===== src/verilog/bk_pkg.sv =====
// shared types for the pipeline back end
// word and register index types, operation enums
// memory word union (whole word or byte lanes)
// data memory size constants
`default_nettype none

package bk_pkg;

    // basic data types
    typedef logic [31:0] word_t;
    typedef logic [4:0]  reg_idx_t;

    // destination value source
    typedef enum logic [1:0] {
        RD_SRC_ALU = 2'd0,
        RD_SRC_MEM = 2'd1,
        RD_SRC_CSR = 2'd2
    } rd_src_e;

    // memory operation of an instruction
    typedef enum logic [1:0] {
        MEM_OP_NONE  = 2'd0,
        MEM_OP_LOAD  = 2'd1,
        MEM_OP_STORE = 2'd2
    } mem_op_e;

    // access width
    typedef enum logic [1:0] {
        MEM_SIZE_BYTE = 2'd0,
        MEM_SIZE_HALF = 2'd1,
        MEM_SIZE_WORD = 2'd2
    } mem_size_e;

    // one memory word, seen as a word or as four byte lanes
    // lane 0 is the least significant byte (little endian)
    typedef union packed {
        word_t            word;
        logic [3:0][7:0]  lanes;
    } mem_word_u;

    // data memory geometry
    // word address is alu result bits 7:2
    localparam int DMEM_WORDS = 64;
    localparam int DMEM_AW    = 6;

endpackage

`default_nettype wire


===== src/verilog/data_mem.sv =====
// data memory of the back end
// combinational read port with commit bypass
// byte-enabled commit write port
`timescale 1ns/1ps
`default_nettype none

module data_mem (
    input  logic                        clk,
    input  logic [bk_pkg::DMEM_AW-1:0]  rd_addr,
    output bk_pkg::word_t               rd_word,
    input  logic                        commit,
    input  logic [bk_pkg::DMEM_AW-1:0]  commit_addr,
    input  logic [3:0]                  commit_be,
    input  bk_pkg::word_t               commit_word
);
    import bk_pkg::*;

    word_t      mem [DMEM_WORDS];
    mem_word_u  commit_u;
    mem_word_u  old_u;
    mem_word_u  wr_u;
    mem_word_u  rd_u;
    mem_word_u  rd_merged_u;
    logic       bypass_hit;

    // replace enabled lanes of old_w with those of new_w
    function automatic mem_word_u merge_lanes(input mem_word_u old_w,
                                              input mem_word_u new_w,
                                              input logic [3:0] be);
        mem_word_u res;
        res = old_w;
        for (int i = 0; i < 4; i++) begin
            if (be[i]) begin
                res.lanes[i] = new_w.lanes[i];
            end
        end
        return res;
    endfunction

    assign commit_u.word = commit_word;
    assign old_u.word    = mem[commit_addr];
    assign rd_u.word     = mem[rd_addr];

    // read-modify-write of the committed word
    assign wr_u = merge_lanes(old_u, commit_u, commit_be);

    always_ff @(posedge clk) begin
        if (commit) begin
            mem[commit_addr] <= wr_u.word;
        end
    end

    // pending commit to the same word shows up on the read side
    assign bypass_hit  = commit && (commit_addr == rd_addr);
    assign rd_merged_u = merge_lanes(rd_u, commit_u, bypass_hit ? commit_be : 4'b0000);
    assign rd_word     = rd_merged_u.word;

    // every commit writes at least one lane
    a_commit_has_lanes: assert property (@(posedge clk) commit |-> commit_be != 4'b0000);

endmodule

`default_nettype wire


===== src/verilog/mem_stage.sv =====
// second memory stage
// input pipeline register, data memory word address
// load lane select with sign/zero extension
// store byte enables and lane replication
`timescale 1ns/1ps
`default_nettype none

module mem_stage (
    input  logic                        clk,
    input  logic                        rst_n,
    input  logic                        stall,
    input  logic                        in_valid,
    input  bk_pkg::reg_idx_t            in_rd_idx,
    input  logic                        in_rd_we,
    input  bk_pkg::rd_src_e             in_rd_src,
    input  bk_pkg::mem_op_e             in_mem_op,
    input  bk_pkg::mem_size_e           in_mem_size,
    input  logic                        in_mem_unsigned,
    input  bk_pkg::word_t               in_alu_result,
    input  bk_pkg::word_t               in_store_data,
    input  bk_pkg::word_t               in_csr_val,
    output logic [bk_pkg::DMEM_AW-1:0]  dmem_addr,
    input  bk_pkg::word_t               dmem_word,
    output logic                        m_valid,
    output bk_pkg::reg_idx_t            m_rd_idx,
    output logic                        m_rd_we,
    output bk_pkg::rd_src_e             m_rd_src,
    output bk_pkg::mem_op_e             m_mem_op,
    output bk_pkg::word_t               m_alu_result,
    output bk_pkg::word_t               m_load_val,
    output bk_pkg::word_t               m_csr_val,
    output logic [bk_pkg::DMEM_AW-1:0]  m_store_addr,
    output logic [3:0]                  m_store_be,
    output bk_pkg::word_t               m_store_word
);
    import bk_pkg::*;

    mem_size_e  ff_mem_size;
    logic       ff_unsigned;
    word_t      ff_store_data;
    mem_word_u  rd_u;
    logic [1:0] byte_off;
    logic [7:0] ld_byte;
    logic [15:0] ld_half;

    // valid bit is the only reset state
    always_ff @(posedge clk) begin
        if (!rst_n) begin
            m_valid <= 1'b0;
        end else if (!stall) begin
            m_valid <= in_valid;
        end
    end

    // payload, held while stalled
    always_ff @(posedge clk) begin
        if (!stall) begin
            m_rd_idx      <= in_rd_idx;
            m_rd_we       <= in_rd_we;
            m_rd_src      <= in_rd_src;
            m_mem_op      <= in_mem_op;
            ff_mem_size   <= in_mem_size;
            ff_unsigned   <= in_mem_unsigned;
            m_alu_result  <= in_alu_result;
            ff_store_data <= in_store_data;
            m_csr_val     <= in_csr_val;
        end
    end

    // word address, upper bits ignored
    assign dmem_addr    = m_alu_result[DMEM_AW+1:2];
    assign m_store_addr = dmem_addr;
    assign byte_off     = m_alu_result[1:0];

    // load path, combinational from the memory word
    assign rd_u.word = dmem_word;
    assign ld_byte   = rd_u.lanes[byte_off];
    assign ld_half   = {rd_u.lanes[{byte_off[1], 1'b1}], rd_u.lanes[{byte_off[1], 1'b0}]};

    always_comb begin
        case (ff_mem_size)
            MEM_SIZE_BYTE: m_load_val = {{24{ld_byte[7] & ~ff_unsigned}}, ld_byte};
            MEM_SIZE_HALF: m_load_val = {{16{ld_half[15] & ~ff_unsigned}}, ld_half};
            default:       m_load_val = rd_u.word;
        endcase
    end

    // store data copied into every lane, enables pick the right ones
    always_comb begin
        case (ff_mem_size)
            MEM_SIZE_BYTE: begin
                m_store_be   = 4'b0001 << byte_off;
                m_store_word = {4{ff_store_data[7:0]}};
            end
            MEM_SIZE_HALF: begin
                m_store_be   = 4'b0011 << {byte_off[1], 1'b0};
                m_store_word = {2{ff_store_data[15:0]}};
            end
            default: begin
                m_store_be   = 4'b1111;
                m_store_word = ff_store_data;
            end
        endcase
    end

    // misaligned accesses are not supported
    a_half_aligned: assert property (@(posedge clk) disable iff (!rst_n)
        m_valid && m_mem_op != MEM_OP_NONE && ff_mem_size == MEM_SIZE_HALF |-> !byte_off[0]);
    a_word_aligned: assert property (@(posedge clk) disable iff (!rst_n)
        m_valid && m_mem_op != MEM_OP_NONE && ff_mem_size == MEM_SIZE_WORD |-> byte_off == 2'b00);

endmodule

`default_nettype wire


===== src/verilog/writeback_stage.sv =====
// writeback stage
// pipeline register, destination value mux
// register write, store commit, forwarding outputs
`timescale 1ns/1ps
`default_nettype none

module writeback_stage (
    input  logic                        clk,
    input  logic                        rst_n,
    input  logic                        stall,
    input  logic                        flush,
    input  logic                        m_valid,
    input  bk_pkg::reg_idx_t            m_rd_idx,
    input  logic                        m_rd_we,
    input  bk_pkg::rd_src_e             m_rd_src,
    input  bk_pkg::mem_op_e             m_mem_op,
    input  bk_pkg::word_t               m_alu_result,
    input  bk_pkg::word_t               m_load_val,
    input  bk_pkg::word_t               m_csr_val,
    input  logic [bk_pkg::DMEM_AW-1:0]  m_store_addr,
    input  logic [3:0]                  m_store_be,
    input  bk_pkg::word_t               m_store_word,
    output logic                        rf_we,
    output bk_pkg::reg_idx_t            rf_idx,
    output bk_pkg::word_t               rf_val,
    output logic                        store_commit,
    output logic [bk_pkg::DMEM_AW-1:0]  commit_addr,
    output logic [3:0]                  commit_be,
    output bk_pkg::word_t               commit_word,
    output logic                        fwd_valid,
    output bk_pkg::reg_idx_t            fwd_idx,
    output bk_pkg::word_t               fwd_val
);
    import bk_pkg::*;

    logic       ff_valid;
    logic       ff_rd_we;
    rd_src_e    ff_rd_src;
    mem_op_e    ff_mem_op;
    word_t      ff_alu_result;
    word_t      ff_load_val;
    word_t      ff_csr_val;
    word_t      rd_val;
    logic       live;

    always_ff @(posedge clk) begin
        if (!rst_n) begin
            ff_valid <= 1'b0;
        end else if (!stall) begin
            ff_valid <= m_valid;
        end
    end

    // payload and store info, no reset
    always_ff @(posedge clk) begin
        if (!stall) begin
            rf_idx        <= m_rd_idx;
            ff_rd_we      <= m_rd_we;
            ff_rd_src     <= m_rd_src;
            ff_mem_op     <= m_mem_op;
            ff_alu_result <= m_alu_result;
            ff_load_val   <= m_load_val;
            ff_csr_val    <= m_csr_val;
            commit_addr   <= m_store_addr;
            commit_be     <= m_store_be;
            commit_word   <= m_store_word;
        end
    end

    // destination value
    always_comb begin
        case (ff_rd_src)
            RD_SRC_MEM: rd_val = ff_load_val;
            RD_SRC_CSR: rd_val = ff_csr_val;
            default:    rd_val = ff_alu_result;
        endcase
    end

    // flush kills only this slot, stall delays it
    assign live         = ff_valid && !flush && !stall;
    assign rf_we        = live && ff_rd_we;
    assign rf_val       = rd_val;
    assign store_commit = live && (ff_mem_op == MEM_OP_STORE);

    // forwarding mirrors the register write
    assign fwd_valid = rf_we;
    assign fwd_idx   = rf_idx;
    assign fwd_val   = rd_val;

    // a store carries no destination register
    a_write_xor_commit: assert property (@(posedge clk) disable iff (!rst_n)
        !(rf_we && store_commit));

endmodule

`default_nettype wire


===== src/verilog/reg_file.sv =====
// integer register file, 32 x 32
// hardwired x0, one write port
// two read ports forwarded from writeback
`timescale 1ns/1ps
`default_nettype none

module reg_file (
    input  logic                clk,
    input  logic                we,
    input  bk_pkg::reg_idx_t    wr_idx,
    input  bk_pkg::word_t       wr_val,
    input  logic                fwd_valid,
    input  bk_pkg::reg_idx_t    fwd_idx,
    input  bk_pkg::word_t       fwd_val,
    input  bk_pkg::reg_idx_t    rs1_idx,
    input  bk_pkg::reg_idx_t    rs2_idx,
    output bk_pkg::word_t       rs1_val,
    output bk_pkg::word_t       rs2_val
);
    import bk_pkg::*;

    word_t regs [32];

    // x0 writes dropped, contents not reset
    always_ff @(posedge clk) begin
        if (we && wr_idx != 5'd0) begin
            regs[wr_idx] <= wr_val;
        end
    end

    // one read port
    // x0 reads zero, else in-flight write wins over storage
    function automatic word_t read_port(input reg_idx_t idx,
                                        input logic     f_valid,
                                        input reg_idx_t f_idx,
                                        input word_t    f_val,
                                        input word_t    stored);
        word_t res;
        if (idx == 5'd0) begin
            res = '0;
        end else if (f_valid && f_idx == idx) begin
            res = f_val;
        end else begin
            res = stored;
        end
        return res;
    endfunction

    assign rs1_val = read_port(rs1_idx, fwd_valid, fwd_idx, fwd_val, regs[rs1_idx]);
    assign rs2_val = read_port(rs2_idx, fwd_valid, fwd_idx, fwd_val, regs[rs2_idx]);

endmodule

`default_nettype wire


===== src/verilog/bk_top.sv =====
// back end top level
// mem_stage, data_mem, writeback_stage and reg_file
`timescale 1ns/1ps
`default_nettype none

module bk_top (
    input  logic                clk,
    input  logic                rst_n,
    input  logic                stall,
    input  logic                flush,
    input  logic                in_valid,
    input  bk_pkg::reg_idx_t    in_rd_idx,
    input  logic                in_rd_we,
    input  bk_pkg::rd_src_e     in_rd_src,
    input  bk_pkg::mem_op_e     in_mem_op,
    input  bk_pkg::mem_size_e   in_mem_size,
    input  logic                in_mem_unsigned,
    input  bk_pkg::word_t       in_alu_result,
    input  bk_pkg::word_t       in_store_data,
    input  bk_pkg::word_t       in_csr_val,
    input  bk_pkg::reg_idx_t    rs1_idx,
    input  bk_pkg::reg_idx_t    rs2_idx,
    output logic                rf_we,
    output bk_pkg::reg_idx_t    rf_idx,
    output bk_pkg::word_t       rf_val,
    output logic                store_commit,
    output bk_pkg::word_t       rs1_val,
    output bk_pkg::word_t       rs2_val
);
    import bk_pkg::*;

    // data memory read side
    logic [DMEM_AW-1:0] dmem_addr;
    word_t              dmem_word;

    // mem_stage to writeback_stage
    logic               m_valid;
    reg_idx_t           m_rd_idx;
    logic               m_rd_we;
    rd_src_e            m_rd_src;
    mem_op_e            m_mem_op;
    word_t              m_alu_result;
    word_t              m_load_val;
    word_t              m_csr_val;
    logic [DMEM_AW-1:0] m_store_addr;
    logic [3:0]         m_store_be;
    word_t              m_store_word;

    // commit port and forwarding
    logic [DMEM_AW-1:0] commit_addr;
    logic [3:0]         commit_be;
    word_t              commit_word;
    logic               fwd_valid;
    reg_idx_t           fwd_idx;
    word_t              fwd_val;

    mem_stage i_mem_stage (
        .clk, .rst_n, .stall,
        .in_valid, .in_rd_idx, .in_rd_we, .in_rd_src, .in_mem_op, .in_mem_size,
        .in_mem_unsigned, .in_alu_result, .in_store_data, .in_csr_val,
        .dmem_addr, .dmem_word,
        .m_valid, .m_rd_idx, .m_rd_we, .m_rd_src, .m_mem_op, .m_alu_result,
        .m_load_val, .m_csr_val, .m_store_addr, .m_store_be, .m_store_word
    );

    data_mem i_data_mem (
        .clk, .rd_addr(dmem_addr), .rd_word(dmem_word),
        .commit(store_commit), .commit_addr, .commit_be, .commit_word
    );

    writeback_stage i_writeback_stage (
        .clk, .rst_n, .stall, .flush,
        .m_valid, .m_rd_idx, .m_rd_we, .m_rd_src, .m_mem_op, .m_alu_result,
        .m_load_val, .m_csr_val, .m_store_addr, .m_store_be, .m_store_word,
        .rf_we, .rf_idx, .rf_val, .store_commit, .commit_addr, .commit_be, .commit_word,
        .fwd_valid, .fwd_idx, .fwd_val
    );

    // register write port doubles as the observable write
    reg_file i_reg_file (
        .clk, .we(rf_we), .wr_idx(rf_idx), .wr_val(rf_val),
        .fwd_valid, .fwd_idx, .fwd_val,
        .rs1_idx, .rs2_idx, .rs1_val, .rs2_val
    );

endmodule

`default_nettype wire


===== config.mk =====
export PLATFORM = sky130hd
export DESIGN_NAME = bk_top
export DESIGN_NICKNAME = d
export VERILOG_FILES = /design/src/verilog/bk_pkg.sv /design/src/verilog/data_mem.sv /design/src/verilog/mem_stage.sv /design/src/verilog/writeback_stage.sv /design/src/verilog/reg_file.sv /design/src/verilog/bk_top.sv
export SDC_FILE = /design/constraint.sdc
export NUM_CORES = 2
export LEC_CHECK = 0
export BUFFER_PORTS_ARGS = -buffer_cell sky130_fd_sc_hd__buf_2
export CORE_MARGIN = 1.5
export CORE_UTILIZATION = 36
export DETAILED_ROUTE_END_ITERATION = 7
export PLACE_DENSITY_LB_ADDON = 0.08
export SLEW_MARGIN = 20
export SYNTH_ARGS = -nofsm -noshare
export SYNTH_HDL_FRONTEND = slang
export SYNTH_SLANG_ARGS = --single-unit

===== constraint.sdc =====
create_clock -name clk -period 19.1 [get_ports clk]
set_input_delay 4.775 -clock clk [delete_from_list [all_inputs] [get_ports clk]]
set_output_delay 4.775 -clock clk [all_outputs]
set_load 0.02 [all_outputs]

# Yosys cells after proc, flatten, opt, wreduce, memory -nomap -nowiden
# Memories as Yosys holds them, arrays and structs flattened. A register that Yosys moved wholly into a read port is not among the register bits.
# Index checks and enable logic that the tools add are counted.
[totals]
out_inout_bits = 103
ramBits = 3072
inputBits = 124
register_bits = 259
elab_cells = 88
mem_count = 2
[memory_table]
columns = ["name", "words", "width", "read_ports", "rd_clocked_by_memory_dff", "write_ports", "line_no", "text"]
rows = [
  ["i_data_mem.mem", 64, 32, 1, 1, 1, "data_mem.sv:18", "word_t mem [DMEM_WORDS];"],
  ["i_reg_file.regs", 32, 32, 2, 0, 1, "reg_file.sv:22", "word_t regs [32];"],
]
[classes]
n_eq_ne = 11
order_cmp = 3
n_reduce_logical = 18
shift = 2
n_bitwise = 3
n_mux = 28
[ops]
columns = ["op", "count"]
rows = [
  ["32-bit case mux with 2 select lines", 3],
  ["32-bit two-way mux", 4],
  ["8-bit two-way mux", 13],
  ["8-bit binary-select mux with 2-bit select", 1],
  ["5-bit equality test", 2],
  ["5-bit logical NOT", 2],
  ["2-bit by 3-bit < comparator with 1-bit output (second input constant)", 3],
  ["1-bit logical AND", 8],
  ["4-bit case mux with 2 select lines", 1],
  ["2-bit AND reduction", 4],
  ["6-bit equality test", 1],
  ["6-bit two-way mux", 1],
  ["5-bit nonzero test", 1],
  ["2-bit by 1-bit equality test with 1-bit output (second input constant)", 2],
  ["2-bit equality test (second input constant)", 2],
  ["1-bit two-way mux", 4],
  ["4-bit two-way mux", 1],
  ["1-bit != test (second input constant)", 4],
  ["1-bit by 2-bit left shift with 4-bit output (first input constant)", 1],
  ["2-bit by 2-bit left shift with 4-bit output (first input constant)", 1],
  ["1-bit AND", 2],
  ["1-bit logical NOT", 2],
  ["2-bit logical NOT", 1],
  ["1-bit NOT", 1],
]

# Depth between registers and ports, before layout
[depth]
depth_word = 11
mapped_depth = 15
ltp_nobuf = 10

# By module
# Synthesis repeated with hierarchy kept, for this count alone.
[hier_totals]
hier_cells = 7309
hier_area_um2 = 139124.7
[modules_own_cells]
columns = ["module", "n_inst", "area_each_um2", "cells_each", "seq_area_each_um2"]
rows = [
  ["data_mem", 1, 80180.6, 3877, 61499.0],
  ["reg_file", 1, 48849.4, 2812, 30749.5],
  ["writeback_stage", 1, 5429.0, 306, 4464.3],
  ["mem_stage", 1, 4665.7, 314, 3293.2],
]

# Worst setup path after synthesis
# Ideal clock, no wire load.
[synth_timing]
kind = "input-to-output"
start = "in rs1_idx[0]"
end = "out rs1_val[10]"
setup_slack_ps = 6419
required_ps = 14325
n_path_buf = 5
arrival_ps = 7906
cell_stages = 10
path_cell_list = "clkbuf_1 -> clkbuf_1 -> buf_2 -> buf_1 -> xnor2_1 -> nand4_1 -> nor3_1 -> clkbuf_1 -> nor2_1 -> a211oi_1"
[synth_between]
elab_chain_cells = 4
elab_cells_between_ends = 6
cone_classes = "eq/ne (1); mux (2); reduce/logical (2); memory (1)"
[synth_rtl]
columns = ["item", "line_no", "text"]
rows = [
  ["from (decl)", "bk_top.sv:21", "input bk_pkg::reg_idx_t rs1_idx,"],
  ["branches (longest 3 deep; another with memory 32 x 32 bit)", "--", ""],
  ["32-bit two-way mux (*)", "reg_file.sv:39", "if (idx == 5'd0) begin"],
  ["to (decl)", "bk_top.sv:27", "output bk_pkg::word_t rs1_val,"],
]
# Every way passes the cells marked *.

# Worst setup path in the final report
[layout_timing]
start = "in rs2_idx[1]"
end = "out rs2_val[19]"
[layout_between]
elab_chain_cells = 4
elab_cells_between_ends = 6
cone_classes = "eq/ne (1); mux (2); reduce/logical (2); memory (1)"
[layout_rtl]
columns = ["item", "line_no", "text"]
rows = [
  ["from (decl)", "bk_top.sv:22", "input bk_pkg::reg_idx_t rs2_idx,"],
  ["branches (longest 3 deep; another with memory 32 x 32 bit)", "--", ""],
  ["32-bit two-way mux (*)", "reg_file.sv:39", ""],
  ["to (decl)", "bk_top.sv:28", "output bk_pkg::word_t rs2_val"],
]
# Marks and branches as above.

==> reports/metrics.cfg <==
[floorplan]
coreArea_sq_um=379000
core.rowCount=226
start_util=0.362
die_width_um=620
io_pins=227
fp.dieArea_sq_um=385000
die_height_um=620

[routing]
ant_nets=0
dr.first_iter.drc_count=6674
drt-vias-per-instance=5.68
detailedRoute.firstPassIterationCount=6
drt_wl_total_um=434000
drc_violation_count_after_routing=0
detail_route.wl_per_cell_um=36.1
routed-via-count=68280

[grt]
vias_in_the_first_global_route=70611
globalRoute.busiestLayer=met2
grt_start_max_net_pins=166
first_pass_grt_wire_length_um=597000
groute.usage.overall=0.225
globalRouteMet3Util=0.0358
initial_antenna_violation_count=31
grt_remaining_overflow=0
gr-usage-met1=0.292
grt_util_met2=0.386

[setup_path]
crit_path_end_kind=output pin
startpoint_type=input pin
critPathSlowestCell=buf_4
crit_path_cell_trace=buf_8 > buf_12 > buf_4 > mux4_2 > nor2b_1 > a211oi_1 > a211oi_1 > a211oi_1 > nor3_1 > buf_2
most_frequent_cp_cell=a211oi_1
critical_path_required_ns=14.32
worst-endpoint-arrival_ns=8.78
largest_stage_delay_on_the_critical_path_ns=0.70
timing.setup.critical_path_class=input pin to output pin
critPathMaxFanout=94

[clock_network]
ctsRootBufferMaster=clkbuf_16
total_setup_buffers_inserted_after_cts=0
cts_resized=0
cts_hold_repair.buffers=0
clock_tree_from_tritoncts=done
cts_buffer_depth=4
path_clk_slew_ns=0.05
worst_skew_pair.late_latency_ns=0.95
clkSinkCount=3331
cts_inserted_buffers=372
cts.htree.levels=5

[power]
clkPwrFrac=0.408
internal-power_mw=12.5
p_total_mw=16.4
p_comb_frac=0.088
power-per-cell-area_nw_per_um2=105
power.ir.vdd_worst_uv=72.5
switching_share_of_power=0.238
total_switching_power_mw=3.91
seqPwrFrac=0.504
p_leak_nw=48.3

[synth]
mappedNetlistArea_sq_um=137000
synth-edff-count=3323
synth_top_cell_by_area=edfxtp_1
main_synth_ff_type=edfxtp_1
synth.top_cells.by_area=edfxtp_1 (73%), mux4_2 (20%), nor2_1 (1.1%)
netlist_instances=6297
yosys_warnings=0
post_synth_top_cells=edfxtp_1 (3,323), mux4_2 (1,219), nor2_1 (404)
synth.top_cell.area_share=0.728
synthDistinctLibCells=68
postSynth.asyncResetShare=0
ys_seq_area_frac=0.729
ys_seq_elements=3331
synth.most_common_cell=edfxtp_1
average_cell_area_after_synthesis_sq_um=21.8

[sta]
final_hold_viol_count=0
timing.fmax_mhz=73.8
unrepaired_setup_endpoints_after_global_routing=no
number_of_failing_setup_endpoints_in_the_final_timing_report=0
headroom_to_the_max_slew_limit=0.149
finalWorstPathRequiredPeriod_ns=13.56
slew_violations=0
layout_worst_path_cycle_share=0.710
worst-slew-pin-transition_ns=1.27
fin_setup_tns_ns=0
clock-skew-final_ns=0.0496

[run]
max_cap_viol_count=0

[finish]
utilization=0.412
area_delta_synth_final_pct=13.8
nets_final=6810
drive_gt1_frac=0.320
fin_area_sq_um=156000

[placement]
finalWeightedCongestion=0.800
portBuffers=226
placed_cell_area_sq_um=145000
place_hpwl_um=265000

[status]
run_status=finished clean

[hold_path]
worstHoldPathType=flip-flop to flip-flop

[state kept, by name (all words and copies together), names as in the netlist, 5 cells and up, named ones only]
signal                           count
i_data_mem.mem                    2048
i_reg_file.regs                   1024
i_mem_stage.ff_store_data           32
i_mem_stage.m_alu_result            32
i_mem_stage.m_csr_val               32
i_writeback_stage.commit_word       32
i_writeback_stage.ff_alu_result     32
i_writeback_stage.ff_csr_val        32
i_writeback_stage.ff_load_val       32
i_mem_stage.m_rd_idx                 5
i_writeback_stage.fwd_idx            5
[routing by layer]
layer	vias to the layer above	share of wire
li1	27668	-
met1	37769	0.41
met2	2183	0.50
met3	650	0.053
met4	10	0.036
met5	-	0.00016
[worst max-delay path: cells and delay by family]
family / cells / cell delay (ns)
AND/OR/NAND/NOR: 2 / 0.69
multiplexers: 1 / 0.33
AO/OA/AOI/OAI: 3 / 0.78
buffers and inverters: 4 / 2.02
[final timing paths]
path	startpoint	end	slack, ns	depth (start not counted)
worst max-delay path	rs2_idx[1]	rs2_val[19]	5.54	10
worst min-delay path	i_mem_stage.m_csr_val[20]	i_writeback_stage.ff_csr_val[20]	0.42	0
worst max register to register	flip-flop	i_writeback_stage.ff_load_val[12]	12.47	10
worst min register to register	i_mem_stage.m_csr_val[20]	i_writeback_stage.ff_csr_val[20]	0.42	0
[cells by family (layout without fill, tap and decap cells)]
kind of cell / Yosys count / after routing / share of synthesized area
adders and majority gates: 2 / 2 / 0.000182
other: 1 / 57 / 0.0000273
AOI/OAI and AO/OA: 360 / 360 / 0.0178
xor gates and xnor gates: 16 / 16 / 0.00102
and+or+nand+nor: 719 / 719 / 0.0229
muxes: 1416 / 1416 / 0.215
DFF: 3331 / 3331 / 0.729
buffers and inverters: 452 / 1102 / 0.0142
[per-stage QoR]
step                worst slack [ns]  cells  hold slack [ns]
finish                          5.54  12019            0.417
global placement                5.43  11323            0.402
floorplan                       6.42   6328            0.400
detailed placement              5.44  11326            0.405
global route                    5.24  12009            0.426
CTS                             5.44  11994            0.418
[power by group through the flow]
stage | logic [mW] | clock network [mW] | registers, mW
final | 1.44 | 6.72 | 8.28
after floorplan | 0.827 | 0 | 8.45
after detailed placement | 1.47 | 0 | 8.44
after global placement | 1.46 | 0 | 8.44
after global routing | 1.53 | 7.13 | 8.29
after CTS | 1.47 | 6.87 | 8.29
[cell type report]
cell class / instances / area, sq um
flip-flops and latches: 3331 / 100000
clock buffers: 475 / 9760
multi-input cells: 2545 / 35800
repair buffers: 405 / 2730
inverters: 29 / 121
diodes: 25 / 62.6
fillers: 33307 / 223000
well taps: 5016 / 6280
clock inverters: 193 / 1390
[cells in the final DEF (no fill, tap or decap), drive strengths merged, types with 57 or more instances in the layout]
cell type and instances:
mux4 1219, a21oi 70, buf 405, clkbuf 475, clkinv 164, nor2b 57, mux2i 150, nor2 404
nand2 151, a211oi 135, edfxtp 3323
(Power assumes the default switching activity.)
